==> src/include/vertex_config.svh <==
`ifndef VERTEX_CONFIG_SVH
`define VERTEX_CONFIG_SVH

// per-vertex array word
`define VERTEX_WIDTH 32

// byte address into host memory
`define ADDR_WIDTH 32

// vertices per cacheline chunk
`define CACHELINE_WORDS 4

// bytes per array word
`define WORD_BYTES 4

// wide enough to hold 0..CACHELINE_WORDS
`define WORD_COUNT_WIDTH 3

// twice the chunk size, so a whole chunk fits behind a partly drained queue
`define QUEUE_DEPTH 8

`endif

==> src/logic/graph_pkg.sv <==
`include "vertex_config.svh"

package graph_pkg;

	////////////////////////////////////////
	// per-vertex data
	////////////////////////////////////////

	typedef logic [`VERTEX_WIDTH-1:0] vertex_word_t;	// one array entry
	typedef logic [`VERTEX_WIDTH-1:0] vertex_id_t;	// running id, also used for counters

	// one assembled vertex, as handed to the consumer
	typedef struct packed {
		vertex_id_t		id;
		vertex_word_t	in_degree;
		vertex_word_t	out_degree;
		vertex_word_t	edges_idx;
	} vertex_t;

	////////////////////////////////////////
	// job descriptor
	////////////////////////////////////////

	typedef struct packed {
		vertex_word_t				num_vertices;
		logic [`ADDR_WIDTH-1:0]	in_degree_base;	// byte address of word 0
		logic [`ADDR_WIDTH-1:0]	out_degree_base;
		logic [`ADDR_WIDTH-1:0]	edges_idx_base;
	} job_desc_t;

endpackage

==> src/logic/mem_pkg.sv <==
`include "vertex_config.svh"

package mem_pkg;

	typedef logic [`ADDR_WIDTH-1:0] addr_t;
	typedef logic [`WORD_COUNT_WIDTH-1:0] word_count_t;	// valid words in a cacheline

	// which per-vertex array a command or response belongs to
	typedef enum logic [1:0] {
		ARRAY_IN_DEGREE,
		ARRAY_OUT_DEGREE,
		ARRAY_EDGES_IDX
	} array_sel_e;

	////////////////////////////////////////
	// read command, fetcher to memory
	////////////////////////////////////////

	typedef struct packed {
		array_sel_e		array;
		addr_t			address;
		word_count_t	word_count;
	} read_cmd_t;

	////////////////////////////////////////
	// read response, memory to fetcher
	////////////////////////////////////////

	// index 0 holds the word at the command address
	typedef graph_pkg::vertex_word_t [`CACHELINE_WORDS-1:0] cacheline_t;

	typedef struct packed {
		logic			valid;	// one-cycle pulse
		array_sel_e		array;
		word_count_t	word_count;	// echoed from the command
		cacheline_t		data;
	} read_resp_t;

endpackage

==> src/logic/read_request_fsm.sv <==
`timescale 1ns/1ps
`include "vertex_config.svh"

module read_request_fsm (
	input  logic					clock,
	input  logic					rstn,
	input  graph_pkg::job_desc_t	job,
	input  logic					job_req,
	input  logic					read_ack,
	input  mem_pkg::read_resp_t		read_resp,
	input  logic					unpack_busy,
	input  logic					assembler_busy,
	input  logic					queue_almost_full,
	output logic					read_req,
	output mem_pkg::read_cmd_t		read_cmd,
	output logic					job_ack
);

	localparam mem_pkg::addr_t CHUNK_BYTES = mem_pkg::addr_t'(`CACHELINE_WORDS * `WORD_BYTES);

	typedef enum logic [2:0] {
		ST_IDLE,
		ST_LOAD,
		ST_WAIT,
		ST_SIZE,
		ST_SEND_IN,
		ST_SEND_OUT,
		ST_SEND_EDGES,
		ST_DONE
	} state_e;

	state_e state;
	state_e next_send;

	graph_pkg::vertex_word_t remaining;	// vertices not yet requested
	mem_pkg::addr_t offset;	// byte offset of the current chunk
	mem_pkg::word_count_t chunk_count;
	mem_pkg::word_count_t size_next;
	logic [1:0] outstanding;	// at most three commands per chunk
	logic acked;	// ack seen, waiting for it to drop
	logic sending;
	logic sent;
	logic drained;
	logic chunk_ready;
	mem_pkg::array_sel_e cmd_array;
	mem_pkg::addr_t cmd_base;

	assign sending = (state == ST_SEND_IN) || (state == ST_SEND_OUT) || (state == ST_SEND_EDGES);
	assign read_req = sending && !acked;
	assign sent = read_req && read_ack;
	assign job_ack = (state == ST_DONE);

	// nothing in flight and nothing left in the pipeline
	assign drained = (outstanding == 2'd0) && !unpack_busy;
	assign chunk_ready = drained && !queue_almost_full && (remaining != '0);

	assign size_next = (remaining < `CACHELINE_WORDS) ? mem_pkg::word_count_t'(remaining) :
		mem_pkg::word_count_t'(`CACHELINE_WORDS);

	////////////////////////////////////////
	// command fields per send state
	////////////////////////////////////////

	always_comb begin
		cmd_array = mem_pkg::ARRAY_IN_DEGREE;
		cmd_base = job.in_degree_base;
		next_send = ST_SEND_OUT;
		case (state)
			ST_SEND_OUT: begin
				cmd_array = mem_pkg::ARRAY_OUT_DEGREE;
				cmd_base = job.out_degree_base;
				next_send = ST_SEND_EDGES;
			end
			ST_SEND_EDGES: begin
				cmd_array = mem_pkg::ARRAY_EDGES_IDX;
				cmd_base = job.edges_idx_base;
				next_send = ST_WAIT;	// chunk fully requested
			end
			default: ;
		endcase
	end

	always_comb begin
		read_cmd.array = cmd_array;
		read_cmd.address = cmd_base + offset;
		read_cmd.word_count = chunk_count;
	end

	////////////////////////////////////////
	// chunk walker
	////////////////////////////////////////

	always_ff @(posedge clock or negedge rstn) begin
		if (!rstn) begin
			state <= ST_IDLE;
			remaining <= '0;
			offset <= '0;
			chunk_count <= '0;
			acked <= 1'b0;
		end else begin
			case (state)
				ST_IDLE: begin
					if (job_req)
						state <= ST_LOAD;
				end
				ST_LOAD: begin
					remaining <= job.num_vertices;
					offset <= '0;
					state <= ST_WAIT;
				end
				ST_WAIT: begin
					if (chunk_ready)
						state <= ST_SIZE;
					else if (drained && !assembler_busy && remaining == '0)
						state <= ST_DONE;
				end
				ST_SIZE: begin
					chunk_count <= size_next;	// tail chunk may be short
					remaining <= remaining - graph_pkg::vertex_word_t'(size_next);
					state <= ST_SEND_IN;
				end
				ST_SEND_IN, ST_SEND_OUT, ST_SEND_EDGES: begin
					if (sent) begin
						acked <= 1'b1;
					end else if (acked && !read_ack) begin
						acked <= 1'b0;
						state <= next_send;
						if (state == ST_SEND_EDGES)
							offset <= offset + CHUNK_BYTES;
					end
				end
				ST_DONE: begin
					if (!job_req)
						state <= ST_IDLE;
				end
				default: state <= ST_IDLE;
			endcase
		end
	end

	// commands acknowledged minus responses seen
	always_ff @(posedge clock or negedge rstn) begin
		if (!rstn) begin
			outstanding <= 2'd0;
		end else begin
			case ({sent, read_resp.valid})
				2'b10: outstanding <= outstanding + 2'd1;
				2'b01: outstanding <= outstanding - 2'd1;
				default: ;	// both or neither
			endcase
		end
	end

endmodule

==> src/logic/cacheline_unpacker.sv <==
`timescale 1ns/1ps
`include "vertex_config.svh"

module cacheline_unpacker #(
	parameter mem_pkg::array_sel_e ARRAY = mem_pkg::ARRAY_IN_DEGREE
) (
	input  logic					clock,
	input  logic					rstn,
	input  mem_pkg::read_resp_t		read_resp,
	input  logic					shift,
	output graph_pkg::vertex_word_t	word,
	output logic					holds_words
);

	mem_pkg::cacheline_t data;
	mem_pkg::word_count_t count;	// words still to hand out
	logic load;

	// only responses for this array
	assign load = read_resp.valid && (read_resp.array == ARRAY);

	assign word = data[0];
	assign holds_words = (count != '0);

	////////////////////////////////////////
	// word count
	////////////////////////////////////////

	always_ff @(posedge clock or negedge rstn) begin
		if (!rstn) begin
			count <= '0;
		end else if (load) begin
			count <= read_resp.word_count;
		end else if (shift && holds_words) begin
			count <= count - 1'b1;
		end
	end

	// cacheline, next word moves down to index 0
	always_ff @(posedge clock) begin
		if (load)
			data <= read_resp.data;
		else if (shift && holds_words)
			data <= data >> `VERTEX_WIDTH;
	end

endmodule

==> src/logic/vertex_assembler.sv <==
`timescale 1ns/1ps

module vertex_assembler (
	input  logic					clock,
	input  logic					rstn,
	input  graph_pkg::vertex_word_t	in_degree,
	input  graph_pkg::vertex_word_t	out_degree,
	input  graph_pkg::vertex_word_t	edges_idx,
	input  logic					all_hold_words,
	input  logic					queue_full,
	output logic					shift,
	output graph_pkg::vertex_t		vertex,
	output logic					push,
	output graph_pkg::vertex_id_t	pushed_count,
	output graph_pkg::vertex_id_t	filtered_count,
	output logic					busy
);

	graph_pkg::vertex_id_t next_id;	// keeps running across jobs
	logic keep;

	// take one word from each array once all three have one
	assign shift = all_hold_words && !queue_full;

	// no outgoing edges, nothing for the consumer to do
	assign keep = (out_degree != '0);

	// a kept record still on its way into the queue
	assign busy = push;

	////////////////////////////////////////
	// ids, filter decision, counters
	////////////////////////////////////////

	always_ff @(posedge clock or negedge rstn) begin
		if (!rstn) begin
			next_id <= '0;
			push <= 1'b0;
			pushed_count <= '0;
			filtered_count <= '0;
		end else begin
			push <= shift && keep;
			if (shift) begin
				next_id <= next_id + 1'b1;
				if (keep)
					pushed_count <= pushed_count + 1'b1;
				else
					filtered_count <= filtered_count + 1'b1;
			end
		end
	end

	// record payload
	always_ff @(posedge clock) begin
		if (shift) begin
			vertex.id <= next_id;
			vertex.in_degree <= in_degree;
			vertex.out_degree <= out_degree;
			vertex.edges_idx <= edges_idx;
		end
	end

endmodule

==> src/logic/vertex_job_queue.sv <==
`timescale 1ns/1ps
`include "vertex_config.svh"

module vertex_job_queue (
	input  logic				clock,
	input  logic				rstn,
	input  logic				push,
	input  graph_pkg::vertex_t	vertex,
	input  logic				vertex_req,
	output logic				vertex_ack,
	output graph_pkg::vertex_t	vertex_out,
	output logic				almost_full,
	output logic				full
);

	localparam int PTR_W = $clog2(`QUEUE_DEPTH);
	localparam logic [PTR_W:0] DEPTH = (PTR_W+1)'(`QUEUE_DEPTH);
	localparam logic [PTR_W:0] AF_LEVEL = (PTR_W+1)'(`QUEUE_DEPTH - `CACHELINE_WORDS);

	graph_pkg::vertex_t mem [`QUEUE_DEPTH];
	logic [PTR_W-1:0] wr_ptr;
	logic [PTR_W-1:0] rd_ptr;
	logic [PTR_W:0] count;
	logic pop;

	// handshake completes when the consumer lets go of req
	assign pop = vertex_ack && !vertex_req;

	// head stays put while ack is high
	assign vertex_out = mem[rd_ptr];

	// last slot already spoken for by a push in flight
	assign full = (count == DEPTH) || ((count == DEPTH - 1'b1) && push);
	assign almost_full = (count > AF_LEVEL);	// no room for another chunk

	////////////////////////////////////////
	// pointers, fill level, consumer ack
	////////////////////////////////////////

	always_ff @(posedge clock or negedge rstn) begin
		if (!rstn) begin
			wr_ptr <= '0;
			rd_ptr <= '0;
			count <= '0;
			vertex_ack <= 1'b0;
		end else begin
			if (push)
				wr_ptr <= wr_ptr + 1'b1;
			if (pop)
				rd_ptr <= rd_ptr + 1'b1;

			case ({push, pop})
				2'b10: count <= count + 1'b1;
				2'b01: count <= count - 1'b1;
				default: ;
			endcase

			if (pop)
				vertex_ack <= 1'b0;
			else if (vertex_req && !vertex_ack && count != '0)
				vertex_ack <= 1'b1;
		end
	end

	// storage
	always_ff @(posedge clock) begin
		if (push)
			mem[wr_ptr] <= vertex;
	end

endmodule

==> src/logic/vertex_job_control.sv <==
`timescale 1ns/1ps

module vertex_job_control (
	input  logic					clock,
	input  logic					rstn,
	input  graph_pkg::job_desc_t	job,
	input  logic					job_req,
	output logic					job_ack,
	output logic					read_req,
	output mem_pkg::read_cmd_t		read_cmd,
	input  logic					read_ack,
	input  mem_pkg::read_resp_t		read_resp,
	input  logic					vertex_req,
	output logic					vertex_ack,
	output graph_pkg::vertex_t		vertex_out,
	output graph_pkg::vertex_id_t	pushed_count,
	output graph_pkg::vertex_id_t	filtered_count
);

	graph_pkg::vertex_word_t in_degree_word;
	graph_pkg::vertex_word_t out_degree_word;
	graph_pkg::vertex_word_t edges_idx_word;
	logic in_degree_holds;
	logic out_degree_holds;
	logic edges_idx_holds;
	logic shift;
	logic push;
	logic assembler_busy;
	logic queue_almost_full;
	logic queue_full;
	graph_pkg::vertex_t vertex;

	////////////////////////////////////////
	// request side
	////////////////////////////////////////

	read_request_fsm u_read_request_fsm (
		.clock				(clock),
		.rstn				(rstn),
		.job				(job),
		.job_req			(job_req),
		.read_ack			(read_ack),
		.read_resp			(read_resp),
		.unpack_busy		(in_degree_holds | out_degree_holds | edges_idx_holds),
		.assembler_busy		(assembler_busy),
		.queue_almost_full	(queue_almost_full),
		.read_req			(read_req),
		.read_cmd			(read_cmd),
		.job_ack			(job_ack)
	);

	// one unpacker per array
	cacheline_unpacker #(.ARRAY(mem_pkg::ARRAY_IN_DEGREE)) u_unpack_in_degree (
		.clock			(clock),
		.rstn			(rstn),
		.read_resp		(read_resp),
		.shift			(shift),
		.word			(in_degree_word),
		.holds_words	(in_degree_holds)
	);

	cacheline_unpacker #(.ARRAY(mem_pkg::ARRAY_OUT_DEGREE)) u_unpack_out_degree (
		.clock			(clock),
		.rstn			(rstn),
		.read_resp		(read_resp),
		.shift			(shift),
		.word			(out_degree_word),
		.holds_words	(out_degree_holds)
	);

	cacheline_unpacker #(.ARRAY(mem_pkg::ARRAY_EDGES_IDX)) u_unpack_edges_idx (
		.clock			(clock),
		.rstn			(rstn),
		.read_resp		(read_resp),
		.shift			(shift),
		.word			(edges_idx_word),
		.holds_words	(edges_idx_holds)
	);

	////////////////////////////////////////
	// vertex side
	////////////////////////////////////////

	vertex_assembler u_vertex_assembler (
		.clock			(clock),
		.rstn			(rstn),
		.in_degree		(in_degree_word),
		.out_degree		(out_degree_word),
		.edges_idx		(edges_idx_word),
		.all_hold_words	(in_degree_holds & out_degree_holds & edges_idx_holds),
		.queue_full		(queue_full),
		.shift			(shift),
		.vertex			(vertex),
		.push			(push),
		.pushed_count	(pushed_count),
		.filtered_count	(filtered_count),
		.busy			(assembler_busy)
	);

	vertex_job_queue u_vertex_job_queue (
		.clock			(clock),
		.rstn			(rstn),
		.push			(push),
		.vertex			(vertex),
		.vertex_req		(vertex_req),
		.vertex_ack		(vertex_ack),
		.vertex_out		(vertex_out),
		.almost_full	(queue_almost_full),
		.full			(queue_full)
	);

endmodule

==> config.mk <==
export PLATFORM = sky130hd
export DESIGN_NAME = vertex_job_control
export DESIGN_NICKNAME = d
export VERILOG_FILES = /design/src/logic/graph_pkg.sv /design/src/logic/mem_pkg.sv /design/src/logic/read_request_fsm.sv /design/src/logic/cacheline_unpacker.sv /design/src/logic/vertex_assembler.sv /design/src/logic/vertex_job_queue.sv /design/src/logic/vertex_job_control.sv
export VERILOG_INCLUDE_DIRS = /design/src /design/src/include
export SDC_FILE = /design/constraint.sdc
export NUM_CORES = 2
export LEC_CHECK = 0
export BUFFER_PORTS_ARGS = -buffer_cell sky130_fd_sc_hd__buf_4
export CORE_MARGIN = 4
export CORE_UTILIZATION = 35
export CTS_CLUSTER_DIAMETER = 150
export DETAILED_ROUTE_END_ITERATION = 10
export GPL_TIMING_DRIVEN = 0
export PLACE_DENSITY = 0.54
export SLEW_MARGIN = 20
export SYNTH_ARGS = -nofsm -noshare
export SYNTH_HDL_FRONTEND = slang
export SYNTH_SLANG_ARGS = --single-unit
export TNS_END_PERCENT = 50
==> constraint.sdc <==
create_clock -name clock -period 15.25 [get_ports clock]
set_clock_uncertainty 0.05 [all_clocks]
set_input_delay 0.7625 -clock clock [delete_from_list [all_inputs] [get_ports clock]]
set_output_delay 0.7625 -clock clock [all_outputs]
set_load 0.1 [all_outputs]
### Word level (Yosys, flattened, before mapping)

Memory sizes are Yosys's and may differ from the RTL's.
Index checks and enable logic that the tools add are counted.
Widths: inputs -> output; s select.

| storage, ports and cells | value |
|---|---|
| register bits after elaboration | 702 |
| RAM bits | 1024 |
| input bits | 267 |
| output and inout port bits | 232 |
| word-level logic and storage cells | 169 |
| memories | 1 |

Memory list:

| name | words | width | read ports | clocked after memory_dff | wr ports | line | text |
|---|---|---|---|---|---|---|---|
| u_vertex_job_queue.mem | 8 | 128 | 1 | 0 | 1 | vertex_job_queue.sv:20 | `` graph_pkg::vertex_t mem [`QUEUE_DEPTH]; `` |

| cells by class | value |
|---|---|
| $add $sub $neg | 15 |
| $lt $le $gt $ge | 2 |
| eq/ne operators | 21 |
| mux-type cells | 36 |
| bitwise logic cells | 5 |
| reductions and logical operators | 56 |

Operator list:

| kind | number |
|---|---|
| $mux 128 | 6 |
| $pmux 32 s2 | 3 |
| $add 32x1->32 const B | 3 |
| $mux 32 | 3 |
| $reduce_bool 32->1 | 2 |
| $mux 3 | 13 |
| $add 32x32->32 | 1 |
| $add 32x5->32 const B | 1 |
| $logic_not 32->1 | 1 |
| $lt 32x3->1 const B | 1 |
| $sub 32x3->32 | 1 |
| $logic_and 1x1->1 | 20 |
| $pmux 3 s6 | 1 |
| $reduce_bool 2->1 | 9 |
| $eq 3x3->1 const B | 4 |
| $reduce_bool 3->1 | 3 |
| $sub 3x1->3 const B | 3 |
| $logic_not 1->1 | 8 |
| $pmux 2 s2 | 2 |
| $pmux 4 s2 | 1 |
| $add 3x1->3 const B | 2 |
| $eq 2x1->1 const B | 3 |
| $eq 2x2->1 const B | 3 |
| $eq 3x2->1 const B | 2 |
| 24 further kinds | 39 |

### Logic depth before layout (Yosys ltp)

| depth | value |
|---|---|
| depth in word-level cells | 10 |
| mapped depth | 18 |
| depth with buffers taken out | 15 |

### By module

Synthesis repeated with hierarchy kept, for this count alone.

| unflattened totals | value |
|---|---|
| cell total of the unflattened synthesis | 4410 |
| area total of the unflattened synthesis | 70473.8 um2 |

By module, submodules not included:

| module | times used | cells an instance | area each (um2) | seq. area each (um2) |
|---|---|---|---|---|
| vertex_job_queue | 1 | 1544 | 39061.2 | 31024.8 |
| cacheline_unpacker at u_unpack_edges_idx ... | 2 | 532 | 5766.8 | 3918.8 |
| vertex_assembler | 1 | 519 | 8321.7 | 6271.0 |
| read_request_fsm | 1 | 750 | 5846.9 | 1726.7 |
| cacheline_unpacker at u_unpack_in_degree | 1 | 531 | 5696.7 | 3918.8 |
| vertex_job_control | 1 | 2 | 13.8 | 0.0 |

### Worst setup path before layout

No wires, ideal clock.

| path | value |
|---|---|
| kind | reg2reg |
| start | register u_vertex_assembler.push, in the netlist u_vertex_assembler.busy |
| end | memory u_vertex_job_queue.mem[0][0] (netlist bit) (enable) |
| setup time | 0.772 ns |
| data arrival time | 9.215 ns |
| data required time | 14.428 ns |
| setup slack | 5.213 ns |
| stages on the path, launching flop included | 4 |
| buffers on the path | 1 |
| clock period less this slack | 10.037 ns |
| path through | dfrtp_1 buf_2 nand2b_1 nor3_1 |

| between the ends | value |
|---|---|
| word-level cells in the longest chain between the ends | 2 |

Ends and longest elaborated chain:

| item | line | text |
|---|---|---|
| start: declaration | vertex_assembler.sv:13 | `output logic push,` |
| start signal: assignment | vertex_assembler.sv:42 | `push <= shift && keep;` |
| $mux 1 | vertex_job_queue.sv:67 | `if (push)` |
| $mux 1 (not written as such) | vertex_job_queue.sv:68 | `mem[wr_ptr] <= vertex;` |
| end: declaration | vertex_job_queue.sv:20 |  |

Every way passes these cells.

==> results.py <==
metrics = {
    "sta": {
        "min_period_over_period": 0.435,
        "whs_ps": 125,
        "hold_viol": 0,
        "final.min_clock_period_ps": 6640,
        "setup_violations": 0,
        "fmax_ghz": 0.151,
        "rsz0062_at_grt": "no",
        "worstMarginPinSlew_ps": 1080,
        "drv_slew": 0,
        "slew_headroom": 0.283,
    },
    "run_status": {
        "status": "completed",
    },
    "detailed_routing": {
        "viasPerCell": 4.93,
        "drc": 0,
        "wl_per_cell_um": 24.7,
        "drtIter0Drc": 3089,
        "wl_um": 185000,
        "vias": 36900,
        "drtPass1Iterations": 5,
        "ant_nets": 0,
    },
    "floorplanning": {
        "dieArea_mm2": 0.204,
        "die_x_um": 452,
        "initial_core_util": 0.353,
        "core_area_mm2": 0.195,
        "rows": 162,
        "io_pins": 499,
        "dieHeight_um": 452,
    },
    "layout": {
        "drive_gt1_frac": 0.308,
        "ff_latch_area_mm2": 0.0508,
        "fillers": 17400,
        "syn_to_final_growth_pct": 21.2,
        "nets": 4989,
        "multi_input_area_mm2": 0.0175,
        "postLayoutCoreUtil": 0.428,
    },
    "worst_setup_path": {
        "r2r_slack_ps": 9850,
        "required_ps": 14440,
        "r2r-end": "u_unpack_edges_idx.word[19]$_DFFE_PP_",
        "endpoint_kind": "output port",
        "worstReg2RegStart": "u_unpack_edges_idx.count[0]$_DFFE_PN0P_",
        "cp_max_fo": 10,
        "arrival_ps": 5830,
        "cp-start-kind": "register",
        "crit_type": "register to output port",
        "reg2regPathDepth": 11,
    },
    "synth": {
        "netlist_top_cells_count": "1,536 x edfxtp_1, 485 x nand2_1, 327 x mux2_2",
        "yosys_warnings": 0,
        "async_flop_share": 0.108,
        "yosysMostFrequentCell": "edfxtp_1",
        "synth_area_leaders": "edfxtp_1 67%, mux4_2 8.4%, dfrtp_1 6.7%",
        "yosys.area.top_type": "edfxtp_1",
        "ys_seq_area_frac": 0.736,
        "yosys_most_used_dff": "edfxtp_1",
        "syn_area_mm2": 0.0690,
        "yosys.area.top_type_share": 0.668,
        "synth_area_per_cell_um2": 17.7,
        "synth-edff-count": 1536,
        "synth_cell_types": 77,
        "ys_ff_latch": 1722,
        "synth_cells": 3890,
    },
    "clock_tree": {
        "cts_buffer_depth": 3,
        "cts-buffers-inserted": 173,
        "clk_pin_slew_ps": 60,
        "cts_tree": "done",
        "cts_sinks": 1722,
        "clk_latency_ps": 800,
        "cts.htree.levels": 4,
        "cts_setup_buffers": 0,
        "cts-root-buf": "clkbuf_16",
    },
    "worst_hold_path": {
        "hp-start": "job[112]",
        "min_to": "u_read_request_fsm.remaining[16]$_DFFE_PN0P_",
        "hold_path.class": "input pin to register",
        "whs_path_depth": 2,
    },
    "grt": {
        "grt_pass1_vias": 38000,
        "groute.usage.overall": 0.179,
        "grt_max_degree": 90,
        "grt_overflow_total": 0,
        "antenna_found_initial": 80,
        "grt_pass1_wl_um": 268000,
    },
    "place": {
        "numPortBuffers": 498,
        "hpwl_um": 132000,
        "gp_congestion": 0.892,
    },
    "run": {
        "max_cap_viol_count": 0,
    },
    "power_and_ir_drop": {
        "power.leakage_nw": 30.1,
        "power.density_mw_per_mm2": 248,
        "ir_drop_mv": 0.231,
    },
}
[through the flow]
step                      setup slack [ps]  cell area, µm²  TNS [ps]  power (mW)  instances
after floorplan                       5210           69000         0        14.1       3891
after global placement               -6260           76000  -1556170        16.8       7013
after detailed placement              9360           78000         0        16.9       7120
after CTS                             8450           83500         0        21.1       7440
after global routing                  8110           83600         0        21.7       7458
final                                 8610           83600         0        20.8       7475
[cell families after synthesis]
kind of cell	share of synthesized area
AO/OA/AOI/OAI	0.0222
adder cells (fa/ha/maj)	0.00918
XOR/XNOR	0.0202
AND/OR/NAND/NOR	0.0641
flip-flops	0.736
other	0.0000543
multiplexers	0.137
buffers and inverters	0.0109
[layer usage]
metal | GRT usage | vias to the layer above | wire length [µm]
li1 | - | 16700 | -
met1 | 0.223 | 18900 | 74000
met2 | 0.309 | 922 | 94800
met3 | 0.0369 | 303 | 9980
met4 | 0.0648 | 34 | 5640
met5 | 0 | - | 212
[worst max-delay path, cell delays in order (launching register included)]
cell and delay (ps):
dfrtp_1 410, inv_1 90, ha_1 160, clkbuf_1 360
inv_1 250, nor2_1 530, clkbuf_1 390, a22oi_1 180
nand2_1 120, ha_1 280, and4_1 210, a21o_1 180
or2_2 310, o2111ai_1 320, a31oi_1 250, a21o_1 260
a31oi_1 200, xnor2_1 170, buf_4 330
[flip-flops by register name, summed over array words and instances (netlist names), 2 cells and up]
signal and flops:
u_read_request_fsm.state 3, u_read_request_fsm.outstanding 2, u_read_request_fsm.chunk_count 3, u_vertex_job_queue.rd_ptr 3, u_read_request_fsm.remaining 32, u_vertex_job_queue.count 4, u_vertex_job_queue.wr_ptr 3, u_unpack_out_degree.data 96
u_vertex_job_queue.mem 1024, u_unpack_edges_idx.word 32, u_read_request_fsm.offset 28, u_unpack_in_degree.count 3, u_vertex_assembler.vertex 128, u_unpack_edges_idx.data 96, u_vertex_assembler.next_id 32, u_unpack_out_degree.word 32
u_vertex_assembler.pushed_count 32, u_vertex_assembler.filtered_count 32, u_unpack_in_degree.word 32, u_unpack_in_degree.data 96, u_unpack_edges_idx.count 3, u_unpack_out_degree.count 3
[where the power goes]
group / total (mW) / internal [mW] / leakage [nW] / switching [mW]
Clock: 4.16 / 2.39 / 2.72 / 1.78
Sequential: 8.35 / 7.52 / 17.0 / 0.827
Combinational: 8.25 / 2.44 / 10.4 / 5.82
[layout by cell type, fill, tap and decap left out, types with 26 or more instances in the layout]
cell type,n
edfxtp_1,1536
nand4_1,28
inv_1,39
xnor2_1,95
a22oi_1,33
clkinv_1,28
buf_16,29
nor3_1,37
diode_2,35
nor2_1,103
xor2_1,64
mux4_2,256
nand2_1,485
clkinv_2,26
buf_12,33
o21ai_0,40
mux2_2,327
buf_4,533
and3_1,34
ha_1,49
clkbuf_1,169
clkbuf_16,177
a21oi_1,47
nand3_1,50
and2_1,104
dfrtp_1,186
[layout make-up]
cell class,count,share of cell area
Timing Repair Buffer,606,0.0669
Tap cell,2624,0.0393
Inverter,39,0.00175
Clock buffer,242,0.0578
Buffer,161,0.00757
Antenna cell,35,0.00105
Clock inverter,77,0.00862
Multi-Input combinational cell,1969,0.210
Sequential cell,1722,0.607
[worst max-delay path by stage]
stage | end | depth (start not counted) | startpoint
after floorplan | u_vertex_job_queue.mem[0][0]$_DFFE_PP_ | 3 | u_vertex_assembler.busy$_DFF_PN0_
after global placement | u_vertex_job_queue.mem[0][85]$_DFFE_PP_ | 1 | u_vertex_job_queue.wr_ptr[0]$_DFFE_PN0P_
after detailed placement | read_cmd[33] | 18 | u_read_request_fsm.state[1]$_DFFE_PN0P_
after CTS | read_cmd[33] | 18 | u_read_request_fsm.state[1]$_DFFE_PN0P_
after global routing | read_cmd[33] | 18 | u_read_request_fsm.state[1]$_DFFE_PN0P_
final | read_cmd[33] | 18 | u_read_request_fsm.state[1]$_DFFE_PN0P_
[what timing repair did]
item,4_1_cts,5_1_grt
endpoints found under the setup margin,0,0
endpoints found under the hold margin,32,0
resized for setup,0,0
hold buffers,1,0
Power figures use the tool's default switching activity.
